[src/afe_pkg.sv]
// Analog front-end shared definitions
// Sample types, stream structs, bus structs and register map

package afe_pkg;

  //////////////////////////////
  // Sample widths
  //////////////////////////////

  localparam int unsigned ACQ_W = 16;  // Acquired sample, 16-bit ADC
  localparam int unsigned GEN_W = 14;  // Generated sample, DAC width
  localparam int unsigned SUM_W = 15;  // Channel sum, one guard bit

  // Signed stream samples
  typedef logic signed [ACQ_W-1:0] acq_t;
  typedef logic signed [GEN_W-1:0] gen_t;

  //////////////////////////////
  // Stream pairs
  //////////////////////////////

  typedef struct packed {
    acq_t ch_a;  // Channel 1
    acq_t ch_b;  // Channel 2
  } acq_pair_t;

  typedef struct packed {
    gen_t ch_a;
    gen_t ch_b;
  } gen_pair_t;

  // Raw ADC words, unsigned negative slope
  typedef struct packed {
    logic [ACQ_W-1:0] ch_a;
    logic [ACQ_W-1:0] ch_b;
  } raw_pair_t;

  // DAC codes, offset binary negative slope
  typedef struct packed {
    logic [GEN_W-1:0] ch_a;
    logic [GEN_W-1:0] ch_b;
  } dac_pair_t;

  //////////////////////////////
  // System bus
  //////////////////////////////

  typedef struct packed {
    logic [31:0] addr;   // Byte address
    logic [31:0] wdata;  // Write data
    logic        wen;    // Write strobe, one cycle
    logic        ren;    // Read strobe, one cycle
  } sys_req_t;

  typedef struct packed {
    logic [31:0] rdata;  // Valid with ack
    logic        err;    // Unmapped or read-only target
    logic        ack;    // One cycle after strobe
  } sys_rsp_t;

  // Housekeeping register offsets
  localparam logic [31:0] HK_ID_OFS   = 32'h00;  // Identification, read only
  localparam logic [31:0] HK_LOOP_OFS = 32'h04;  // Digital loopback enable
  localparam logic [31:0] HK_LED_OFS  = 32'h08;  // LED byte

endpackage

[src/afe_hk_regs.sv]
// Housekeeping registers
// ID word, loopback enable and LEDs on the system bus

`timescale 1ns/1ps

module afe_hk_regs #(
  parameter int unsigned SYS_AW = 20,             // Decoded address bits
  parameter logic [31:0] HK_ID  = 32'hAFE0_0001   // Identification word
)(
  input  logic                adc_clk,         // System clock
  input  logic                rst_i,           // Sync reset, active high
  input  afe_pkg::sys_req_t   sys_req_i,       // Bus request
  output afe_pkg::sys_rsp_t   sys_rsp_o,       // Bus response
  output logic                digital_loop_o,  // Loopback enable
  output logic [7:0]          led_o            // LED byte
);

  logic [SYS_AW-1:0] ofs;       // Decoded offset
  logic              sel_id;
  logic              sel_loop;
  logic              sel_led;
  logic              mapped;    // Offset hits a register
  logic              strobe;    // Any access this cycle
  logic              err_d;
  logic [31:0]       rdata_d;
  logic              loop_q;    // Loopback bit
  logic [7:0]        led_q;     // LED register
  afe_pkg::sys_rsp_t rsp_q;     // Registered response

  //////////////////////////////
  // Address decode
  //////////////////////////////

  assign ofs = sys_req_i.addr[SYS_AW-1:0];  // Upper bits ignored

  assign sel_id   = (ofs == SYS_AW'(afe_pkg::HK_ID_OFS));
  assign sel_loop = (ofs == SYS_AW'(afe_pkg::HK_LOOP_OFS));
  assign sel_led  = (ofs == SYS_AW'(afe_pkg::HK_LED_OFS));
  assign mapped   = sel_id | sel_loop | sel_led;

  assign strobe = sys_req_i.wen | sys_req_i.ren;

  // Unmapped access, or a write to the read-only ID
  assign err_d = strobe & (~mapped | (sys_req_i.wen & sel_id));

  // Read mux, quiet when not reading
  always_comb
  begin
    rdata_d = '0;
    if (sys_req_i.ren)
    begin
      if (sel_id)
        rdata_d = HK_ID;
      else if (sel_loop)
        rdata_d = {31'd0, loop_q};
      else if (sel_led)
        rdata_d = {24'd0, led_q};
    end
  end

  //////////////////////////////
  // Control registers
  //////////////////////////////

  always_ff @(posedge adc_clk)
  begin
    if (rst_i)
    begin
      loop_q <= 1'b0;
      led_q  <= '0;
    end
    else if (sys_req_i.wen)
    begin
      if (sel_loop)
        loop_q <= sys_req_i.wdata[0];
      if (sel_led)
        led_q <= sys_req_i.wdata[7:0];
    end
  end

  //////////////////////////////
  // Response
  //////////////////////////////

  // Ack one cycle after the strobe, data and error alongside
  always_ff @(posedge adc_clk)
  begin
    rsp_q.rdata <= rdata_d;
    if (rst_i)
    begin
      rsp_q.ack <= 1'b0;
      rsp_q.err <= 1'b0;
    end
    else
    begin
      rsp_q.ack <= strobe;
      rsp_q.err <= err_d;
    end
  end

  assign sys_rsp_o      = rsp_q;
  assign digital_loop_o = loop_q;
  assign led_o          = led_q;

  // Master side must keep strobes apart
  a_no_rw : assert property (
    @(posedge adc_clk) disable iff (rst_i)
    !(sys_req_i.wen && sys_req_i.ren)
  );

  // Single strobes give single-cycle acks
  a_ack_pulse : assert property (
    @(posedge adc_clk) disable iff (rst_i)
    sys_rsp_o.ack |=> !sys_rsp_o.ack
  );

endmodule

[src/afe_adc_rx.sv]
// ADC receive path
// Input register, two's complement conversion, loopback mux

`timescale 1ns/1ps

module afe_adc_rx (
  input  logic                 adc_clk,         // ADC clock
  input  logic                 rst_i,           // Sync reset, active high
  input  afe_pkg::raw_pair_t   adc_dat_i,       // Raw ADC words
  input  afe_pkg::gen_pair_t   loop_dat_i,      // Saturated DAC-side samples
  input  logic                 digital_loop_i,  // Loopback select
  output afe_pkg::acq_pair_t   acq_o            // Acquired stream
);

  localparam int unsigned ACQ_W = afe_pkg::ACQ_W;
  localparam int unsigned GEN_W = afe_pkg::GEN_W;

  // Channel-indexed views of the pairs, ch_a at index 1
  logic [1:0][ACQ_W-1:0] raw_q;  // ADC input register
  afe_pkg::gen_t [1:0]   loop_v;
  afe_pkg::acq_t [1:0]   acq_v;

  assign loop_v = loop_dat_i;

  //////////////////////////////
  // Input register
  //////////////////////////////

  // Mid-scale after reset, which converts to zero
  always_ff @(posedge adc_clk)
  begin
    if (rst_i)
      raw_q <= {2{1'b0, {(ACQ_W-1){1'b1}}}};
    else
      raw_q <= adc_dat_i;  // Both channels every cycle
  end

  //////////////////////////////
  // Conversion and loopback
  //////////////////////////////

  for (genvar ch = 0; ch < 2; ch++)
  begin : g_ch
    // Negative slope unsigned to two's complement: keep MSB, invert the rest
    // Loopback sample is zero-extended, no sign extension
    assign acq_v[ch] = digital_loop_i ?
                       {{(ACQ_W-GEN_W){1'b0}}, loop_v[ch]} :
                       {raw_q[ch][ACQ_W-1], ~raw_q[ch][ACQ_W-2:0]};
  end

  assign acq_o = acq_v;

  //////////////////////////////
  // Checks
  //////////////////////////////

  // Loop select comes from the register block and must be settled
  a_loop_known : assert property (
    @(posedge adc_clk) disable iff (rst_i)
    !$isunknown(digital_loop_i)
  );

endmodule

[src/afe_dac_tx.sv]
// DAC transmit path
// Channel sum, saturation and offset-binary output register

`timescale 1ns/1ps

module afe_dac_tx (
  input  logic                 adc_clk,    // ADC clock, DAC runs on it too
  input  logic                 rst_i,      // Sync reset, active high
  input  afe_pkg::gen_pair_t   asg_i,      // Generator stream
  input  afe_pkg::gen_pair_t   pid_i,      // Controller stream
  output afe_pkg::gen_pair_t   dac_sat_o,  // Saturated sum, combinational
  output afe_pkg::dac_pair_t   dac_dat_o   // Registered DAC codes
);

  localparam int unsigned GEN_W = afe_pkg::GEN_W;
  localparam int unsigned SUM_W = afe_pkg::SUM_W;

  // Channel-indexed views, ch_a at index 1
  afe_pkg::gen_t [1:0]   asg_v;
  afe_pkg::gen_t [1:0]   pid_v;
  afe_pkg::gen_t [1:0]   sat_v;     // Saturated sums
  logic [1:0][SUM_W-1:0] sum_v;     // Raw sums with guard bit
  logic [1:0][GEN_W-1:0] code_q;    // DAC output register
  logic [1:0]            ovf_pos;   // Sum above largest gen_t
  logic [1:0]            ovf_neg;   // Sum below smallest gen_t

  assign asg_v = asg_i;
  assign pid_v = pid_i;

  for (genvar ch = 0; ch < 2; ch++)
  begin : g_ch

    //////////////////////////////
    // Sum and saturation
    //////////////////////////////

    // Sign-extend both operands by one bit
    assign sum_v[ch] = {asg_v[ch][GEN_W-1], asg_v[ch]} +
                       {pid_v[ch][GEN_W-1], pid_v[ch]};

    // Top two bits differ on overflow
    assign ovf_pos[ch] = ~sum_v[ch][SUM_W-1] &  sum_v[ch][SUM_W-2];
    assign ovf_neg[ch] =  sum_v[ch][SUM_W-1] & ~sum_v[ch][SUM_W-2];

    always_comb
    begin
      if (ovf_pos[ch] | ovf_neg[ch])
        sat_v[ch] = {sum_v[ch][SUM_W-1], {(GEN_W-1){~sum_v[ch][SUM_W-1]}}};  // Clamp
      else
        sat_v[ch] = sum_v[ch][GEN_W-1:0];
    end

    //////////////////////////////
    // Output register
    //////////////////////////////

    // Offset binary, negative slope: keep MSB, invert the rest
    always_ff @(posedge adc_clk)
    begin
      if (rst_i)
        code_q[ch] <= {1'b0, {(GEN_W-1){1'b1}}};  // Code of zero
      else
        code_q[ch] <= {sat_v[ch][GEN_W-1], ~sat_v[ch][GEN_W-2:0]};
    end

    // Overflow must land on the end codes one cycle later
    a_sat_pos : assert property (
      @(posedge adc_clk) disable iff (rst_i)
      $past(ovf_pos[ch] & ~rst_i) |-> (code_q[ch] == '0)
    );
    a_sat_neg : assert property (
      @(posedge adc_clk) disable iff (rst_i)
      $past(ovf_neg[ch] & ~rst_i) |-> (code_q[ch] == '1)
    );
  end

  assign dac_sat_o = sat_v;   // Feeds the loopback path
  assign dac_dat_o = code_q;

endmodule

[src/afe_top.sv]
// Analog front-end top
// Register block beside the ADC and DAC datapath

`timescale 1ns/1ps

module afe_top #(
  parameter int unsigned SYS_AW = 20,             // Decoded address bits
  parameter logic [31:0] HK_ID  = 32'hAFE0_0001   // Identification word
)(
  input  logic                adc_clk,    // ADC clock, whole design
  input  logic                rst_i,      // Sync reset, active high
  // ADC
  input  afe_pkg::raw_pair_t  adc_dat_i,  // Raw ADC words
  // Streams in
  input  afe_pkg::gen_pair_t  asg_i,      // Generator samples
  input  afe_pkg::gen_pair_t  pid_i,      // Controller samples
  // System bus
  input  afe_pkg::sys_req_t   sys_req_i,
  output afe_pkg::sys_rsp_t   sys_rsp_o,
  // Streams out
  output afe_pkg::acq_pair_t  acq_o,      // Acquired samples
  output afe_pkg::dac_pair_t  dac_dat_o,  // DAC codes, both channels
  // LED
  output logic [7:0]          led_o
);

  logic               digital_loop;  // Loopback enable from housekeeping
  afe_pkg::gen_pair_t dac_sat;       // Saturated sums, loopback source

  //////////////////////////////
  // Housekeeping
  //////////////////////////////

  afe_hk_regs #(
    .SYS_AW (SYS_AW),
    .HK_ID  (HK_ID)
  ) i_hk (
    .adc_clk        (adc_clk),
    .rst_i          (rst_i),
    .sys_req_i      (sys_req_i),
    .sys_rsp_o      (sys_rsp_o),
    .digital_loop_o (digital_loop),
    .led_o          (led_o)
  );

  //////////////////////////////
  // ADC path
  //////////////////////////////

  afe_adc_rx i_adc_rx (
    .adc_clk        (adc_clk),
    .rst_i          (rst_i),
    .adc_dat_i      (adc_dat_i),
    .loop_dat_i     (dac_sat),       // Same-cycle DAC samples
    .digital_loop_i (digital_loop),
    .acq_o          (acq_o)
  );

  //////////////////////////////
  // DAC path
  //////////////////////////////

  afe_dac_tx i_dac_tx (
    .adc_clk   (adc_clk),
    .rst_i     (rst_i),
    .asg_i     (asg_i),
    .pid_i     (pid_i),
    .dac_sat_o (dac_sat),
    .dac_dat_o (dac_dat_o)   // One cycle after asg_i, pid_i
  );

endmodule

[config.mk]
export PLATFORM = sky130hd
export DESIGN_NAME = afe_top
export DESIGN_NICKNAME = d
export VERILOG_FILES = /design/src/afe_pkg.sv /design/src/afe_hk_regs.sv /design/src/afe_adc_rx.sv /design/src/afe_dac_tx.sv /design/src/afe_top.sv
export SDC_FILE = /design/constraint.sdc
export NUM_CORES = 1
export LEC_CHECK = 0
export BUFFER_PORTS_ARGS = -buffer_cell sky130_fd_sc_hd__buf_2
export CORE_ASPECT_RATIO = 0.9
export CORE_MARGIN = 2
export CORE_UTILIZATION = 28
export CTS_CLUSTER_SIZE = 28
export DETAILED_ROUTE_END_ITERATION = 7
export PLACE_DENSITY = 0.63
export RECOVER_POWER = 25
export SYNTH_ARGS = -nofsm -noshare
export SYNTH_HDL_FRONTEND = slang
export SYNTH_HIERARCHICAL = 1
export SYNTH_SLANG_ARGS = --single-unit
[constraint.sdc]
create_clock -name adc_clk -period 10.59 [get_ports adc_clk]
set_input_delay 2.118 -clock adc_clk [delete_from_list [all_inputs] [get_ports adc_clk]]
set_output_delay 2.118 -clock adc_clk [all_outputs]
set_load 0.1 [all_outputs]
==> results of run 1 <==
## per-layer routing
layer	routed length [um]	track usage
met5	0	0
met4	166	0.0354
met3	949	0.0581
met2	5440	0.234
met1	6030	0.191
## synthesized netlist by cell type (all sizes together) (5+ instances only)
library cell	instances
a21o	10
inv	15
and2	9
xnor2	10
nor2	32
maj3	14
o21ai	55
nand2b	7
dfxtp	80
xor2	7
nand2	61
buf	34
ha	28
nor2b	10
or2	33
nor3	5
clkbuf	7
nand3	13
a21oi	47
## power by group
group / internal (mW) / leakage (nW) / switching [mW]
clock: 0.178 / 0.137 / 0.128
combinational: 0.100 / 1.97 / 0.326
sequential: 0.327 / 0.664 / 0.00671
## metrics by stage
step,std cells,hold slack (ps),total power [mW],util,setup WS [ps]
2_1_floorplan,544,566,0.689,-,3280
3_3_place_gp,919,459,0.766,0.352,3340
3_5_place_dp,919,478,0.767,0.352,3340
4_1_cts,935,490,1.08,0.370,3320
5_1_grt,935,507,1.12,0.368,3060
6_report,935,492,1.07,0.368,3330
## worst paths after layout
path | to | depth (start not counted) | slack [ps] | from
worst max register to register | i_hk/digital_loop_o | 4 | 9220 | i_hk/digital_loop_o
worst min register to register | i_hk/sys_rsp_o[3] | 1 | 490 | i_hk/led_o[1]
worst max-delay path | acq_o[16] | 15 | 3330 | asg_i[14]
worst min-delay path | i_hk/sys_rsp_o[3] | 1 | 490 | i_hk/led_o[1]
## area by class of cell
cell class | instances | area (um^2) | share of cell area
Sequential cell | 80 | 1600 | 0.273
Multi-Input combinational cell | 407 | 2610 | 0.444
Tap cell | 207 | 259 | 0.0441
Clock inverter | 4 | 27.5 | 0.00468
Clock buffer | 12 | 267 | 0.0453
Inverter | 16 | 60.1 | 0.0102
Timing Repair Buffer | 209 | 1050 | 0.179
## worst register-to-register path, delay by kind of cell, from the launching register on
kind | cells | cell delay (ps)
buf+inv | 2 | 640
flops | 1 | 310
compound gates | 2 | 330
## cells by family after synthesis
| logic type | Yosys count | synth area share |
|---|---|---|
| other | 1 | 0.000828 |
| buffers and inverters | 57 | 0.0746 |
| AND/OR/NAND/NOR | 190 | 0.230 |
| flip-flops | 80 | 0.354 |
| adder cells (fa/ha/maj) | 44 | 0.120 |
| multiplexers | 3 | 0.00691 |
| AO/OA/AOI/OAI | 138 | 0.181 |
| XOR/XNOR | 17 | 0.0329 |
## state kept, by name, indices dropped and copies added (netlist names)
| name | cells |
|---|---|
| i_hk/led_o | 8 |
| i_hk/sys_rsp_o | 11 |
| i_adc_rx/raw_q | 32 |
| i_hk/digital_loop_o | 1 |
| i_dac_tx/dac_dat_o | 28 |
==> impl_metrics.py, run 1 <==
metrics = {
    "timing": {
        "period_needed_ps": 7260,
        "slew_viol_final": 56,
        "worst_pin_slew_ps": 2550,
        "maxSlewHeadroom": -0.699,
        "finalHoldViolations": 0,
        "timing.fmax_mhz": 138,
        "setup_violations": 0,
        "setup_tns_ps": 0,
        "timing.final.crit_share": 0.685,
        "rsz0062_at_grt": "false",
        "fin_skew_ps": 2.25,
    },
    "clock_tree": {
        "htree_levels": 3,
        "cts_tree": "yes",
        "cts-resized-gates": 0,
        "cts_inserted_buffers": 9,
        "clk_path_buf_depth": 2,
        "clockRootBuffer": "clkbuf_16",
        "clk_pin_slew_worst_paths_ps": 60,
        "cts_setup_buffers": 0,
        "cts.sinks": 80,
        "ctsHoldBuffers": 0,
        "clk_latency_ps": 340,
    },
    "logic_synthesis": {
        "synth-edff-count": 0,
        "yosysWarnings": 6,
        "ys_seq_area_frac": 0.354,
        "ys.flop_type": "dfxtp_1",
        "synthCells": 530,
        "synthesis.area_per_instance_um2": 8.54,
        "synth.cell_area_mm2": 0.00453,
        "synth_cell_types": 65,
        "ys_ff_latch": 80,
        "async_reset_ff_frac": 0,
        "synth_top_area_share": 0.354,
        "yosys.area.top_type": "dfxtp_1",
        "synthTopCellsByArea": "dfxtp_1, ha_1, nand2_1, a21oi_1, o21ai_0",
    },
    "floorplanning": {
        "start_util": 0.284,
        "num_rows": 44,
        "core_area_mm2": 0.0160,
        "top_level_ports": 258,
        "die_h_um": 125,
        "die_w_um": 138,
        "dieArea_mm2": 0.0172,
    },
    "routing": {
        "drc": 0,
        "drtPass1Iterations": 5,
        "drt-total-wl_um": 12600,
        "avgViaCountPerCell": 4.57,
        "via_count": 4272,
        "first_iter_violations": 130,
        "ant_nets": 0,
        "routedWlPerCell_um": 13.5,
    },
    "job": {
        "maxCapViolations": 1,
    },
    "finish": {
        "syn_to_final_growth_pct": 29.8,
        "fillCellCount": 1673,
        "final_cell_mix": "buf_2, dfxtp_1, nand2_1",
        "final_area_mm2": 0.00588,
        "diodes": 0,
        "final_common_cell": "buf_2",
        "drive_above_1_share": 0.385,
        "nets": 909,
    },
    "placed_design": {
        "io_buffer_count": 206,
        "place_area_mm2": 0.00562,
        "routabilityCongestion": 0.822,
        "dp_hpwl_um": 9540,
    },
    "global_routing": {
        "antenna_found_initial": 0,
        "overflow": 0,
        "grt_pass1_vias": 4118,
        "grtUsageTotal": 0.148,
        "grt_max_degree": 61,
        "grt_pass1_wl_um": 20400,
    },
    "power_and_ir_drop": {
        "p_leak_nw": 2.77,
        "ir_drop_mv": 0.152,
        "p_per_area_mw_per_mm2": 181,
    },
    "critical_path": {
        "cp_top_family": "compound AO/OA/AOI/OAI gates",
        "slowest_stage": "buf_2",
        "crit_chain": "buf_2, ha_1, inv_1, fa_1, nand2b_1, a21oi_1, o21ai_1, a21oi_1, o41a_1, inv_2, nand2_1, a21o_1, nand2_1, o21ai_1, buf_2",
        "end_kind": "primary output",
        "arrival_ps": 5140,
        "slowest_delay_ps": 450,
        "required_ps": 8470,
        "crit_type": "in -> out",
        "worst-path-buf-inv": 4,
        "cp-start-kind": "primary input",
        "crit_fanout": 10,
    },
    "outcome": {
        "violations": "max-capacitance violations, max-slew violations",
        "status": "finished with violations",
    },
    "hold_path": {
        "hold_class": "reg -> reg",
    },
}
Power figures use the tool's default switching activity.
==> inputs of run 2 (changes only) <==
==> constraint.sdc (replaced) <==
create_clock -name adc_clk -period 7 [get_ports adc_clk]
set_input_delay 1.4 -clock adc_clk [delete_from_list [all_inputs] [get_ports adc_clk]]
set_output_delay 1.4 -clock adc_clk [all_outputs]
set_load 0.1 [all_outputs]
==> run 2 against run 1 <==
The flow still finishes with violations (max-capacitance violations, max-slew violations). Flip-flop and latch count did not move. Routed wire length is 0.32% lower. First-iteration DRC count up 39%. Clock skew up 4.8 ps. Setup slack worse by 2100 ps. Utilization hardly changed.
==> impl_metrics.py, run 2 (synthesis gave the netlist of run 1 again) <==
metrics = {
    "outcome": {
        "status": "finished with violations",
        "violations": "max-capacitance violations, max-slew violations",
    },
    "floorplanning": {
        "die_h_um": 125,
        "num_rows": 44,
        "start_util": 0.284,
        "die_w_um": 138,
        "top_level_ports": 258,
        "core_area_mm2": 0.0160,
        "dieArea_mm2": 0.0172,
    },
    "clock_tree": {
        "clk_pin_slew_worst_paths_ps": 60,
        "clk_path_buf_depth": 2,
        "clockRootBuffer": "clkbuf_16",
        "clk_latency_ps": 340,
        "htree_levels": 3,
        "ctsHoldBuffers": 0,
        "cts.sinks": 80,
        "cts_tree": "yes",
        "cts-resized-gates": 0,
        "cts_setup_buffers": 0,
        "cts_inserted_buffers": 9,
    },
    "routing": {
        "routedWlPerCell_um": 13.4,
        "ant_nets": 0,
        "via_count": 4308,
        "avgViaCountPerCell": 4.61,
        "first_iter_violations": 181,
        "drtPass1Iterations": 4,
        "drc": 0,
        "drt-total-wl_um": 12600,
    },
    "finish": {
        "seq_area_mm2": 0.00160,
        "fillCellCount": 1692,
        "diodes": 0,
        "top_register": "i_adc_rx/raw_q",
        "multi_input_area_mm2": 0.00261,
        "final_common_cell": "buf_2",
        "drive_above_1_share": 0.382,
        "nets": 909,
        "syn_to_final_growth_pct": 29.7,
        "largest_reg_flops": 32,
        "fin_cells": 934,
        "final_cell_mix": "buf_2, dfxtp_1, nand2_1",
    },
    "timing": {
        "finalHoldViolations": 0,
        "rsz0062_at_grt": "false",
        "setup_tns_ps": 0,
        "slew_viol_final": 56,
        "timing.fmax_mhz": 173,
        "period_needed_ps": 5790,
        "setup_violations": 0,
        "timing.final.crit_share": 0.827,
        "maxSlewHeadroom": -0.612,
        "fin_skew_ps": 7.05,
        "worst_pin_slew_ps": 2420,
    },
    "critical_path": {
        "end_kind": "primary output",
        "cp-start-kind": "primary input",
        "required_ps": 5600,
        "arrival_ps": 4390,
        "crit_type": "in -> out",
        "crit_fanout": 7,
    },
    "global_routing": {
        "grt_pass1_vias": 4182,
        "antenna_found_initial": 1,
        "grt_pass1_wl_um": 20400,
        "overflow": 0,
        "grtUsageTotal": 0.146,
        "grt_max_degree": 61,
    },
    "job": {
        "maxCapViolations": 1,
    },
    "placed_design": {
        "dp.cells": 919,
        "dp_hpwl_um": 9500,
        "io_buffer_count": 206,
        "routabilityCongestion": 0.805,
    },
    "power_and_ir_drop": {
        "ir_drop_mv": 0.184,
        "p_per_area_mw_per_mm2": 275,
        "p_leak_nw": 2.77,
        "p_total_mw": 1.61,
    },
    "hold_path": {
        "hold_class": "reg -> reg",
    },
}
run 2: final timing paths:
kind | startpoint | end | slack (ps) | cells past startpoint
min | i_hk/led_o[7] | i_hk/sys_rsp_o[9] | 480 | 1
min reg2reg | i_hk/led_o[7] | i_hk/sys_rsp_o[9] | 480 | 1
max reg2reg | i_hk/digital_loop_o | i_hk/digital_loop_o | 5630 | 4
max | pid_i[14] | acq_o[27] | 1210 | 15
run 2: layer usage:
metal | track usage | vias up | part of all wire | wire (um)
met5 | 0 | - | 0 | 0
li1 | - | 2184 | - | -
met3 | 0.0488 | 16 | 0.077 | 972
met1 | 0.188 | 1946 | 0.47 | 5930
met4 | 0.0468 | 0 | 0.016 | 207
met2 | 0.231 | 162 | 0.43 | 5440
run 2: layout make-up:
cell class / count / share of cell area
multi-input combinational: 407 / 0.445
sequential: 80 / 0.273
timing repair buffer: 209 / 0.179
tap: 207 / 0.0441
clock buffer: 10 / 0.0390
inverter: 16 / 0.0102
clock inverter: 5 / 0.0100
run 2: stage by stage:
step | utilization | cell area [um^2] | hold slack [ps] | setup slack, ps
6_report | 0.368 | 5870 | 481 | 1210
5_1_grt | 0.368 | 5870 | 502 | 942
4_1_cts | 0.370 | 5900 | 482 | 1170
3_5_place_dp | 0.352 | 5620 | 465 | 1190
3_3_place_gp | 0.352 | 5620 | 457 | 1180
2_1_floorplan | - | 4580 | 566 | 1120
run 2: worst max-delay path, cell delays in order:
cell and delay [ps]:
buf_2 80, ha_1 160, inv_1 60, fa_1 380
nand2b_1 180, a21oi_1 260, o21ai_1 140, a21oi_1 180
o41a_1 320, inv_2 130, a211oi_1 310, or2_2 160
nand2_1 40, o21ai_0 120, buf_2 480
run 2: power breakdown:
group,switching [mW],total [mW],leakage (nW),internal [mW]
logic,0.495,0.646,1.97,0.151
registers,0.00967,0.505,0.664,0.495
clock network,0.190,0.464,0.135,0.274
total,0.694,1.61,2.77,0.921
